==> config.mk <==
export PLATFORM = sky130hd
export DESIGN_NAME = riscv_pipeline
export DESIGN_NICKNAME = d
export VERILOG_FILES = /design/src/rtl/riscv_isa_pkg.sv /design/src/rtl/pipe_pkg.sv /design/src/rtl/stage_reg.sv /design/src/rtl/fetch_unit.sv /design/src/rtl/decoder.sv /design/src/rtl/reg_file.sv /design/src/rtl/hazard_unit.sv /design/src/rtl/execute_unit.sv /design/src/rtl/riscv_pipeline.sv
export SDC_FILE = /design/constraint.sdc
export NUM_CORES = 2
export LEC_CHECK = 0
export BUFFER_PORTS_ARGS = -buffer_cell sky130_fd_sc_hd__buf_4
export CAP_MARGIN = 20
export CELL_PAD_IN_SITES_DETAIL_PLACEMENT = 1
export CELL_PAD_IN_SITES_GLOBAL_PLACEMENT = 2
export CORE_UTILIZATION = 43
export DETAILED_ROUTE_END_ITERATION = 8
export PLACE_DENSITY_LB_ADDON = 0.15
export SLEW_MARGIN = 20
export SYNTH_ARGS = -nofsm -noshare
export SYNTH_HDL_FRONTEND = slang
export SYNTH_SLANG_ARGS = --single-unit
==> constraint.sdc <==
create_clock -name clk -period 7.1 [get_ports clk]
set_input_delay 0.355 -clock clk [delete_from_list [all_inputs] [get_ports clk]]
set_output_delay 0.355 -clock clk [all_outputs]
set_load 0.05 [all_outputs]
==> src/rtl/riscv_isa_pkg.sv <==
// RV32I subset encodings, field positions and base types that the RTL and the testbench import
package riscv_isa_pkg;

	localparam int xlen = 32;

	typedef logic [4:0]      reg_addr_t;
	typedef logic [xlen-1:0] word_t;
	typedef logic [xlen-3:0] word_addr_t;

	// --------------------
	// opcodes kept by this core
	typedef enum logic [6:0] {
		op_rtype  = 7'b0110011,
		op_itype  = 7'b0010011,
		op_load   = 7'b0000011,
		op_store  = 7'b0100011,
		op_branch = 7'b1100011,
		op_jal    = 7'b1101111,
		op_jalr   = 7'b1100111
	} opcode_t;

	// funct3 codes
	localparam logic [2:0] f3_add_sub = 3'b000;
	localparam logic [2:0] f3_slt     = 3'b010;
	localparam logic [2:0] f3_or      = 3'b110;
	localparam logic [2:0] f3_and     = 3'b111;
	localparam logic [2:0] f3_beq     = 3'b000;
	localparam logic [2:0] f3_bne     = 3'b001;

	// add is zero so an all-zero bubble decodes cleanly
	typedef enum logic [2:0] {
		alu_add = 3'd0,
		alu_sub = 3'd1,
		alu_and = 3'd2,
		alu_or  = 3'd3,
		alu_slt = 3'd4
	} alu_op_t;

	// addi x0, x0, 0
	localparam word_t nop_instr = 32'h0000_0013;

	// --------------------
	// lsb of each instruction field
	localparam int pos_opcode = 0;
	localparam int pos_rd     = 7;
	localparam int pos_funct3 = 12;
	localparam int pos_rs1    = 15;
	localparam int pos_rs2    = 20;
	localparam int pos_sub    = 30;
	localparam int pos_sign   = 31;

	// both memory ports carry words with the byte order reversed
	function automatic word_t byte_swap(word_t w);
		return {w[7:0], w[15:8], w[23:16], w[31:24]};
	endfunction

endpackage

==> src/rtl/pipe_pkg.sv <==
// pipeline stage payloads and the data port request shared by the RTL and the testbench
package pipe_pkg;
	import riscv_isa_pkg::*;

	// control bits that travel with an instruction
	typedef struct packed {
		logic reg_write;
		logic mem_read;
		logic mem_write;
		// rd receives pc+4
		logic link;
		// operand b is the immediate
		logic alu_src;
	} ctrl_t;

	// --------------------
	typedef struct packed {
		word_t pc;
		word_t instr;
	} if_id_t;

	typedef struct packed {
		ctrl_t     ctrl;
		alu_op_t   alu_op;
		reg_addr_t rs1;
		reg_addr_t rs2;
		reg_addr_t rd;
		word_t     rs1_val;
		word_t     rs2_val;
		word_t     imm;
		word_t     pc_plus4;
	} id_ex_t;

	typedef struct packed {
		ctrl_t     ctrl;
		reg_addr_t rd;
		word_t     alu_result;
		word_t     store_data;
		word_t     pc_plus4;
	} ex_mem_t;

	typedef struct packed {
		ctrl_t     ctrl;
		reg_addr_t rd;
		word_t     alu_result;
		word_t     load_data;
		word_t     pc_plus4;
	} mem_wb_t;

	// data port request, wdata already byte swapped
	typedef struct packed {
		logic       ren;
		logic       wen;
		word_addr_t addr;
		word_t      wdata;
	} dmem_req_t;

	typedef enum logic [1:0] {
		fwd_none = 2'd0,
		fwd_mem  = 2'd1,
		fwd_wb   = 2'd2
	} fwd_sel_t;

endpackage

==> src/rtl/stage_reg.sv <==
// pipeline register between two stages, instantiated once per payload type
`timescale 1ns/100ps

module stage_reg import pipe_pkg::*; #(
	parameter type payload_t = id_ex_t
) (
	input  logic     clk,
	input  logic     rst_n,
	input  logic     hold,
	input  logic     bubble,
	input  payload_t d,
	output payload_t q
);

	// hold beats bubble so a frozen pipe keeps its contents
	always_ff @(posedge clk) begin
		if (!rst_n) begin
			q <= payload_t'('0);
		end else if (!hold) begin
			q <= bubble ? payload_t'('0) : d;
		end
	end

	// the pipe comes out of reset with no live strobes
	assert property (@(posedge clk) !rst_n |=> q.ctrl == '0)
		else $error("stage register left reset with control bits set");

endmodule

==> src/rtl/fetch_unit.sv <==
// program counter and instruction fetch feeding the fetch/decode register
`timescale 1ns/100ps

module fetch_unit import riscv_isa_pkg::*, pipe_pkg::*; (
	input  logic       clk,
	input  logic       rst_n,
	input  logic       freeze,
	input  logic       decode_hold,
	input  logic       redirect,
	input  word_t      target,
	output word_addr_t imem_addr,
	input  word_t      imem_rdata,
	output if_id_t     if_id
);

	word_t pc;

	// word address of the current pc
	assign imem_addr = pc[xlen-1:2];

	// --------------------
	// pc and fetch/decode register
	always_ff @(posedge clk) begin
		if (!rst_n) begin
			pc    <= '0;
			if_id <= '{pc: '0, instr: nop_instr};
		end else if (!freeze && !decode_hold) begin
			if (redirect) begin
				pc    <= target;
				// the word fetched behind a taken jump never reaches decode
				if_id <= '{pc: pc, instr: nop_instr};
			end else begin
				pc    <= pc + word_t'(4);
				if_id <= '{pc: pc, instr: byte_swap(imem_rdata)};
			end
		end
	end

endmodule

==> src/rtl/decoder.sv <==
// decode stage logic with control, immediates and branch resolution
`timescale 1ns/100ps

module decoder import riscv_isa_pkg::*, pipe_pkg::*; (
	input  if_id_t  if_id,
	input  word_t   rs1_val,
	input  word_t   rs2_val,
	output ctrl_t   ctrl,
	output alu_op_t alu_op,
	output word_t   imm,
	output logic    is_branch,
	output logic    is_jal,
	output logic    is_jalr,
	output logic    taken,
	output word_t   target,
	output id_ex_t  id_ex
);

	word_t      instr;
	opcode_t    opcode;
	logic [2:0] funct3;
	reg_addr_t  rs1;
	reg_addr_t  rs2;
	reg_addr_t  rd;
	word_t      imm_i;
	word_t      imm_s;
	word_t      imm_b;
	word_t      imm_j;
	logic       src_equal;

	// register and immediate ops share the funct3 map, only R-type has sub
	function automatic alu_op_t arith_op(logic [2:0] f3, logic sub);
		case (f3)
			f3_add_sub: return sub ? alu_sub : alu_add;
			f3_slt:     return alu_slt;
			f3_or:      return alu_or;
			f3_and:     return alu_and;
			default:    return alu_add;
		endcase
	endfunction

	assign instr  = if_id.instr;
	assign opcode = opcode_t'(instr[pos_opcode +: 7]);
	assign funct3 = instr[pos_funct3 +: 3];
	assign rs1    = instr[pos_rs1 +: 5];
	assign rs2    = instr[pos_rs2 +: 5];
	assign rd     = instr[pos_rd +: 5];

	// --------------------
	// immediate formats
	assign imm_i = {{20{instr[pos_sign]}}, instr[31:20]};
	assign imm_s = {{20{instr[pos_sign]}}, instr[31:25], instr[11:7]};
	assign imm_b = {{19{instr[pos_sign]}}, instr[31], instr[7], instr[30:25], instr[11:8], 1'b0};
	assign imm_j = {{11{instr[pos_sign]}}, instr[31], instr[19:12], instr[20], instr[30:21], 1'b0};

	always_comb begin
		ctrl      = '0;
		alu_op    = alu_add;
		imm       = imm_i;
		is_branch = 1'b0;
		is_jal    = 1'b0;
		is_jalr   = 1'b0;
		case (opcode)
			op_rtype: begin
				ctrl.reg_write = 1'b1;
				alu_op         = arith_op(funct3, instr[pos_sub]);
			end
			op_itype: begin
				ctrl.reg_write = 1'b1;
				ctrl.alu_src   = 1'b1;
				alu_op         = arith_op(funct3, 1'b0);
			end
			op_load: begin
				ctrl.reg_write = 1'b1;
				ctrl.mem_read  = 1'b1;
				ctrl.alu_src   = 1'b1;
			end
			op_store: begin
				ctrl.mem_write = 1'b1;
				ctrl.alu_src   = 1'b1;
				imm            = imm_s;
			end
			op_branch: begin
				is_branch = 1'b1;
				imm       = imm_b;
			end
			op_jal: begin
				ctrl.reg_write = 1'b1;
				ctrl.link      = 1'b1;
				is_jal         = 1'b1;
				imm            = imm_j;
			end
			op_jalr: begin
				ctrl.reg_write = 1'b1;
				ctrl.link      = 1'b1;
				is_jalr        = 1'b1;
			end
			default: begin
			end
		endcase
	end

	// --------------------
	// branch compare and target
	assign src_equal = (rs1_val == rs2_val);
	assign taken     = is_branch && ((funct3 == f3_beq && src_equal) ||
	                                 (funct3 == f3_bne && !src_equal));
	// jalr clears bit 0 of its target
	assign target    = is_jalr ? ((rs1_val + imm) & ~word_t'(1)) : (if_id.pc + imm);

	assign id_ex = '{ctrl: ctrl, alu_op: alu_op, rs1: rs1, rs2: rs2, rd: rd,
	                 rs1_val: rs1_val, rs2_val: rs2_val, imm: imm,
	                 pc_plus4: if_id.pc + word_t'(4)};

	always_comb begin
		assert final ($onehot0({is_branch, is_jal, is_jalr}))
			else $error("more than one control transfer kind decoded");
	end

endmodule

==> src/rtl/reg_file.sv <==
// 32-entry integer register file with x0 tied to zero
`timescale 1ns/100ps

module reg_file import riscv_isa_pkg::*; (
	input  logic      clk,
	input  logic      rst_n,
	input  logic      we,
	input  reg_addr_t waddr,
	input  word_t     wdata,
	input  reg_addr_t raddr1,
	input  reg_addr_t raddr2,
	output word_t     rdata1,
	output word_t     rdata2
);

	word_t regs [32];

	// a read of the register being written sees the new value
	function automatic word_t read_port(reg_addr_t raddr);
		if (raddr == '0) begin
			return '0;
		end
		return (we && waddr == raddr) ? wdata : regs[raddr];
	endfunction

	always_ff @(posedge clk) begin
		if (!rst_n) begin
			for (int i = 0; i < 32; i++) begin
				regs[i] <= '0;
			end
		end else if (we && waddr != '0) begin
			regs[waddr] <= wdata;
		end
	end

	always_comb begin
		rdata1 = read_port(raddr1);
		rdata2 = read_port(raddr2);
	end

endmodule

==> src/rtl/hazard_unit.sv <==
// interlocks, fetch redirect and operand forward selects for the pipeline
`timescale 1ns/100ps

module hazard_unit import riscv_isa_pkg::*, pipe_pkg::*; (
	input  if_id_t   if_id,
	input  logic     is_branch,
	input  logic     is_jalr,
	input  logic     taken,
	input  logic     is_jal,
	input  id_ex_t   id_ex_q,
	input  ex_mem_t  ex_mem_q,
	input  mem_wb_t  mem_wb_q,
	output logic     decode_hold,
	output logic     redirect,
	output fwd_sel_t fwd_a,
	output fwd_sel_t fwd_b
);

	opcode_t   opcode;
	reg_addr_t rs1;
	reg_addr_t rs2;
	logic      uses_rs1;
	logic      uses_rs2;
	logic      load_use;
	logic      branch_dep;

	// true when the decoding instruction reads register rd
	function automatic logic reads(reg_addr_t rd);
		return rd != '0 && ((uses_rs1 && rs1 == rd) || (uses_rs2 && rs2 == rd));
	endfunction

	// memory stage wins over writeback, x0 never forwards
	function automatic fwd_sel_t select(reg_addr_t src);
		if (ex_mem_q.ctrl.reg_write && ex_mem_q.rd != '0 && ex_mem_q.rd == src) begin
			return fwd_mem;
		end
		if (mem_wb_q.ctrl.reg_write && mem_wb_q.rd != '0 && mem_wb_q.rd == src) begin
			return fwd_wb;
		end
		return fwd_none;
	endfunction

	assign opcode   = opcode_t'(if_id.instr[pos_opcode +: 7]);
	assign rs1      = if_id.instr[pos_rs1 +: 5];
	assign rs2      = if_id.instr[pos_rs2 +: 5];
	assign uses_rs1 = (opcode != op_jal);
	assign uses_rs2 = (opcode == op_rtype) || (opcode == op_store) || (opcode == op_branch);

	// --------------------
	// stalls
	always_comb begin
		load_use   = id_ex_q.ctrl.mem_read && reads(id_ex_q.rd);
		// compares and jalr read the register file, so producers must reach writeback
		branch_dep = (is_branch || is_jalr) &&
		             ((id_ex_q.ctrl.reg_write && reads(id_ex_q.rd)) ||
		              (ex_mem_q.ctrl.reg_write && reads(ex_mem_q.rd)));
		fwd_a      = select(id_ex_q.rs1);
		fwd_b      = select(id_ex_q.rs2);
	end

	assign decode_hold = load_use || branch_dep;
	assign redirect    = (is_jal || is_jalr || taken) && !decode_hold;

	always_comb begin
		assert final (!(redirect && decode_hold))
			else $error("fetch redirected while decode is held");
	end

endmodule

==> src/rtl/execute_unit.sv <==
// execute stage with operand forwarding and the ALU
`timescale 1ns/100ps

module execute_unit import riscv_isa_pkg::*, pipe_pkg::*; (
	input  id_ex_t   id_ex_q,
	input  fwd_sel_t fwd_a,
	input  fwd_sel_t fwd_b,
	input  word_t    mem_val,
	input  word_t    wb_val,
	output ex_mem_t  ex_mem
);

	word_t op_a;
	word_t rs2_fwd;
	word_t op_b;
	word_t result;

	function automatic word_t forward(fwd_sel_t sel, word_t reg_val,
	                                  word_t from_mem, word_t from_wb);
		case (sel)
			fwd_mem: return from_mem;
			fwd_wb:  return from_wb;
			default: return reg_val;
		endcase
	endfunction

	// --------------------
	// operands
	assign op_a    = forward(fwd_a, id_ex_q.rs1_val, mem_val, wb_val);
	assign rs2_fwd = forward(fwd_b, id_ex_q.rs2_val, mem_val, wb_val);
	assign op_b    = id_ex_q.ctrl.alu_src ? id_ex_q.imm : rs2_fwd;

	always_comb begin
		case (id_ex_q.alu_op)
			alu_add: result = op_a + op_b;
			alu_sub: result = op_a - op_b;
			alu_and: result = op_a & op_b;
			alu_or:  result = op_a | op_b;
			// signed compare
			alu_slt: result = word_t'($signed(op_a) < $signed(op_b));
			default: result = op_a + op_b;
		endcase
	end

	// forwarded rs2 is the store data
	assign ex_mem = '{ctrl: id_ex_q.ctrl, rd: id_ex_q.rd, alu_result: result,
	                  store_data: rs2_fwd, pc_plus4: id_ex_q.pc_plus4};

endmodule

==> src/rtl/riscv_pipeline.sv <==
// five-stage RV32I subset core with an instruction port and a data port
`timescale 1ns/100ps

module riscv_pipeline import riscv_isa_pkg::*, pipe_pkg::*; (
	input  logic       clk,
	input  logic       rst_n,
	output word_addr_t imem_addr,
	input  word_t      imem_rdata,
	input  logic       imem_stall,
	output dmem_req_t  dmem_req,
	input  word_t      dmem_rdata,
	input  logic       dmem_stall
);

	logic     freeze;
	logic     decode_hold;
	logic     redirect;
	word_t    branch_target;
	if_id_t   if_id;
	word_t    rs1_val;
	word_t    rs2_val;
	logic     is_branch;
	logic     is_jal;
	logic     is_jalr;
	logic     taken;
	id_ex_t   id_ex_d;
	id_ex_t   id_ex_q;
	ex_mem_t  ex_mem_d;
	ex_mem_t  ex_mem_q;
	mem_wb_t  mem_wb_d;
	mem_wb_t  mem_wb_q;
	fwd_sel_t fwd_a;
	fwd_sel_t fwd_b;
	word_t    mem_val;
	word_t    wb_val;

	// either port stalling freezes every stage
	assign freeze = imem_stall || dmem_stall;

	// --------------------
	// fetch and decode
	fetch_unit u_fetch (
		.clk         (clk),
		.rst_n       (rst_n),
		.freeze      (freeze),
		.decode_hold (decode_hold),
		.redirect    (redirect),
		.target      (branch_target),
		.imem_addr   (imem_addr),
		.imem_rdata  (imem_rdata),
		.if_id       (if_id)
	);

	reg_file u_regs (
		.clk    (clk),
		.rst_n  (rst_n),
		.we     (mem_wb_q.ctrl.reg_write),
		.waddr  (mem_wb_q.rd),
		.wdata  (wb_val),
		.raddr1 (if_id.instr[pos_rs1 +: 5]),
		.raddr2 (if_id.instr[pos_rs2 +: 5]),
		.rdata1 (rs1_val),
		.rdata2 (rs2_val)
	);

	decoder u_dec (
		.if_id     (if_id),
		.rs1_val   (rs1_val),
		.rs2_val   (rs2_val),
		.ctrl      (),
		.alu_op    (),
		.imm       (),
		.is_branch (is_branch),
		.is_jal    (is_jal),
		.is_jalr   (is_jalr),
		.taken     (taken),
		.target    (branch_target),
		.id_ex     (id_ex_d)
	);

	hazard_unit u_hazard (
		.if_id       (if_id),
		.is_branch   (is_branch),
		.is_jalr     (is_jalr),
		.taken       (taken),
		.is_jal      (is_jal),
		.id_ex_q     (id_ex_q),
		.ex_mem_q    (ex_mem_q),
		.mem_wb_q    (mem_wb_q),
		.decode_hold (decode_hold),
		.redirect    (redirect),
		.fwd_a       (fwd_a),
		.fwd_b       (fwd_b)
	);

	stage_reg #(.payload_t(id_ex_t)) u_id_ex (
		.clk    (clk),
		.rst_n  (rst_n),
		.hold   (freeze),
		.bubble (decode_hold),
		.d      (id_ex_d),
		.q      (id_ex_q)
	);

	// --------------------
	// execute and memory
	assign mem_val = ex_mem_q.ctrl.link ? ex_mem_q.pc_plus4 : ex_mem_q.alu_result;

	execute_unit u_ex (
		.id_ex_q (id_ex_q),
		.fwd_a   (fwd_a),
		.fwd_b   (fwd_b),
		.mem_val (mem_val),
		.wb_val  (wb_val),
		.ex_mem  (ex_mem_d)
	);

	stage_reg #(.payload_t(ex_mem_t)) u_ex_mem (
		.clk    (clk),
		.rst_n  (rst_n),
		.hold   (freeze),
		.bubble (1'b0),
		.d      (ex_mem_d),
		.q      (ex_mem_q)
	);

	assign dmem_req = '{ren: ex_mem_q.ctrl.mem_read, wen: ex_mem_q.ctrl.mem_write,
	                    addr: ex_mem_q.alu_result[xlen-1:2],
	                    wdata: byte_swap(ex_mem_q.store_data)};

	assign mem_wb_d = '{ctrl: ex_mem_q.ctrl, rd: ex_mem_q.rd,
	                    alu_result: ex_mem_q.alu_result,
	                    load_data: byte_swap(dmem_rdata), pc_plus4: ex_mem_q.pc_plus4};

	stage_reg #(.payload_t(mem_wb_t)) u_mem_wb (
		.clk    (clk),
		.rst_n  (rst_n),
		.hold   (freeze),
		.bubble (1'b0),
		.d      (mem_wb_d),
		.q      (mem_wb_q)
	);

	// writeback select
	assign wb_val = mem_wb_q.ctrl.link ? mem_wb_q.pc_plus4 :
	                mem_wb_q.ctrl.mem_read ? mem_wb_q.load_data : mem_wb_q.alu_result;

endmodule

==> summary.txt <==
STA
  • RSZ-0062 raised after global routing: no
  • Final-report max-slew violation count: 0
  • Rel. slew slack: 21.3%
  • Final Skew: 0.0482 ns
  • Setup tns final: 0 ns
  • Final min period: 6.81 ns
  • Slew @ Worst Pin: 1.18 ns
  • Final hold viol count: 0
  • WHS: 0.130 ns
  • # setup viols final: 0
  • Ratio of final minimum period to clock period: a little over nine tenths
  • Max Fclk: 147 MHz

Placed design
  • Post-DP HPWL: roughly 250 mm
  • PortBufs: 161
  • Placed cell count: 9862
  • RePlAce Congestion: 0.959

Power
  • PwrDens: approximately 230 mW/mm^2
  • Flop pwr share: 45.0%
  • Sw power: 6.04 mW
  • Power Internal: 15.5 mW
  • Clock power share: roughly two fifths
  • Switching part of the total: 28.0%
  • P_leak: 31.8 nW
  • Comb pwr share: 13.3%
  • Peak supply drop: roughly 220 uV

Yosys
  • Simple-gate share of the synthesized area: 13.3%
  • Most area-hungry cell type in the Yosys netlist: edfxtp_1
  • Post-synthesis sequential area ratio: between 40% and 50%
  • Top cells by area, synth: edfxtp_1 37%, mux4_2 13%, dfxtp_1 11%
  • Synth Area in XOR/XNOR: 1.55%
  • Synth Instances: 7592
  • Yosys reg bits: 1479
  • Syn Std Cell Area: 0.0824 mm^2
  • Post-synthesis adder-cell area fraction: 2.52%
  • Post-synthesis compound-gate area fraction: 11.0%
  • FFs w/ async S/R, synth: 0%
  • Main combinational cell family by area after synthesis: multiplexers
  • YS warnings: 0
  • Cell variety after synth: 102
  • Synthesized area per cell: roughly 11 um^2
  • Post-synthesis mux area share: 17.9%
  • Post-synth EDFFs: 1024
  • Post-synth top area share: 37.3%
  • Top FF cell, synth: edfxtp_1

Clock tree
  • Number of H-tree levels: 4
  • Cts repair resizes: 0
  • Maximum buffer depth of the clock tree: 3
  • Clock transition at the registers of the reported paths: 0.07 ns
  • CTS tree: built
  • CTS sink cnt: 1479
  • Clock latency on the worst-skew pair: 0.86 ns
  • Root Driver: clkbuf_16
  • CTS buffer count: 170

Route
  • Avg WL per Cell: 35.6 um
  • Via/cell ratio: 6.58
  • # DRC: 0
  • Drt total wl: 365 mm
  • Initial DRC Count: 8434
  • Routed via count: 67.4k
  • Drt pass-1 iters: 6
  • Post-route ant nets: 0

Min path
  • Worst hold path stage count: 3
  • Hold crit path type: input pin to flop

Run
  • Max cap viols: 0

Final layout
  • Area growth syn-to-layout: 12.4%
  • Cell Count, Final, Fillers Out: 10.2k
  • Share of cells above drive strength 1: 17.7%
  • Fin nets: 7819

Critical path
  • Kind of critical path: flop to flop
  • CP arrival: about 7.6 ns
  • Worst Setup Start Kind: flop
  • Critical Path RT: 7.86 ns
  • Worst reg-to-reg path cell count: 21
  • Worst Setup End Kind: flop
  • Crit path max fanout: 31

Outcome
  • Status: finished clean

Global routing
  • GRT overflow: 0
  • Total GRT Usage: 37.3%
  • First-pass GRT wire length: 512 mm
  • Antenna violations before repair: 9
  • Largest net degree at the start of global routing: 210
  • Vias in the first global route: 67.5k

Die
  • Die width: 440 um
  • Core region area: 0.190 mm^2
  • Ports: about 160
  • Starting Density: 43.3%
  • Die area: 0.193 mm^2
  • Row count: 160
  • Die Y: 440 um
[cell families after synthesis]
kind of cell,Yosys count
DFF,1479
other,1
adders and majority gates,164
buffers and inverters,908
and+or+nand+nor,2607
muxes,864
xor gates and xnor gates,146
AOI/OAI and AO/OA,1423
[worst paths after layout]
path / from / slack (ns) / end
worst max-delay path: flop / 0.29 / u_fetch.pc[29]$_SDFFE_PN0P_
worst min-delay path: imem_rdata[15] / 0.13 / flop
worst max register to register: flop / 0.29 / u_fetch.pc[29]$_SDFFE_PN0P_
worst min register to register: u_id_ex.q[148]$_SDFFE_PN0N_ / 0.45 / u_ex_mem.q[103]$_SDFFE_PN0N_
[routing by layer]
metal | wire length [um] | up-vias | track usage [%] | share of wire [%]
met1 | 137000 | 34800 | 46.7 | 38
met3 | 31900 | 1090 | 6.92 | 8.7
met5 | 37 | - | 0 | 0.010
met2 | 170000 | 3792 | 60.0 | 47
li1 | - | 27800 | - | -
met4 | 25700 | 6 | 22.6 | 7.0
[worst max-delay path, cell delays in order, from the launching register on]
cell	delay (ns)
dfxtp_4	0.87
buf_4	0.31
buf_4	0.29
mux2i_1	0.13
a221oi_1	0.57
a21oi_1	0.39
o32ai_1	0.83
a31o_1	0.61
and2_1	0.22
ha_1	0.31
inv_1	0.08
o21ai_0	0.08
a21o_1	0.19
a21o_1	0.18
a21o_1	0.17
a41oi_1	0.34
o31ai_1	0.19
a21oi_1	0.20
mux2_2	0.35
o21ai_0	0.16
nor4b_1	0.08
nor3_1	0.17
[stage by stage]
| stage | area [um^2] | power [mW] | worst slack [ns] | utilization, % |
|---|---|---|---|---|
| 2_1_floorplan | 82500 | 11.4 | 1.33 | - |
| 3_3_place_gp | 86400 | 12.6 | 0.517 | 45.4 |
| 3_5_place_dp | 86400 | 12.6 | 0.433 | 45.4 |
| 4_1_cts | 92600 | 21.5 | 0.389 | 48.7 |
| 5_1_grt | 92600 | 22.0 | 0.0777 | 48.7 |
| 6_report | 92600 | 21.5 | 0.294 | 48.7 |
[layout make-up]
cell class | instances | area [um^2]
Inverter | 149 | 567
Clock inverter | 84 | 842
Multi-Input combinational cell | 5236 | 38900
Clock buffer | 223 | 4670
Sequential cell | 1479 | 39900
Tap cell | 2511 | 3140
Fill cell | 20100 | 97600
Antenna cell | 6 | 15.0
Timing Repair Buffer | 552 | 4610
[what timing repair did]
action,CTS,global route
setup buffers,0,0
hold buffers,64,0
endpoints found under the hold margin,77,0
[placed cells by master, fill, tap and decap left out, types with 42 or more instances in the layout]
cell type      Yosys  layout
a211oi_1          43      43
a21o_1            59      59
a21oi_1          548     524
a221oi_1          52      52
a22oi_1          202     202
buf_4            135     464
clkbuf_16          0     174
dfxtp_1          455     444
dlygate4sd3_1      0      64
edfxtp_1        1024    1024
ha_1             159     159
inv_1            146     144
mux2i_1          360     357
mux4_2           463     463
nand2_1          791     728
nand2_2            0      57
nand2b_1          44      44
nand3_1          167     167
nor2_1          1284    1275
nor2b_1           46      42
nor3_1            71      71
o21ai_0          188     185
o22ai_1           54      54
xnor2_1           90      88
xor2_1            56      56
[sequential cells by signal, summed over array words and instances, names as in the netlist, named ones only]
register / flops
u_regs.regs: 1024
u_id_ex.q: 140
u_ex_mem.q: 105
u_mem_wb.q: 104
u_fetch.if_id: 64
u_fetch.pc: 32
[cells in the mapped netlist (28+ instances only)]
| cell type | number |
|---|---|
| a211oi_1 | 43 |
| a21o_1 | 59 |
| a21oi_1 | 548 |
| a221oi_1 | 52 |
| a22oi_1 | 202 |
| and2_1 | 30 |
| and3_1 | 35 |
| buf_1 | 36 |
| buf_2 | 57 |
| buf_4 | 135 |
| buf_6 | 28 |
| clkbuf_1 | 486 |
| dfxtp_1 | 455 |
| edfxtp_1 | 1024 |
| ha_1 | 159 |
| inv_1 | 146 |
| mux2i_1 | 360 |
| mux4_2 | 463 |
| nand2_1 | 791 |
| nand2b_1 | 44 |
| nand3_1 | 167 |
| nor2_1 | 1284 |
| nor2b_1 | 46 |
| nor3_1 | 71 |
| o21a_1 | 28 |
| o21ai_0 | 188 |
| o22ai_1 | 54 |
| xnor2_1 | 90 |
| xor2_1 | 56 |
[power groups by stage]
stage	clock [mW]	sequential [mW]	combinational, mW
6_report	8.99	9.70	2.86
5_1_grt	9.33	9.72	2.94
4_1_cts	9.04	9.69	2.78
3_5_place_dp	0	9.87	2.74
3_3_place_gp	0	9.85	2.71
2_1_floorplan	0	9.74	1.67
Note: power is estimated with default switching activity, not from simulation.
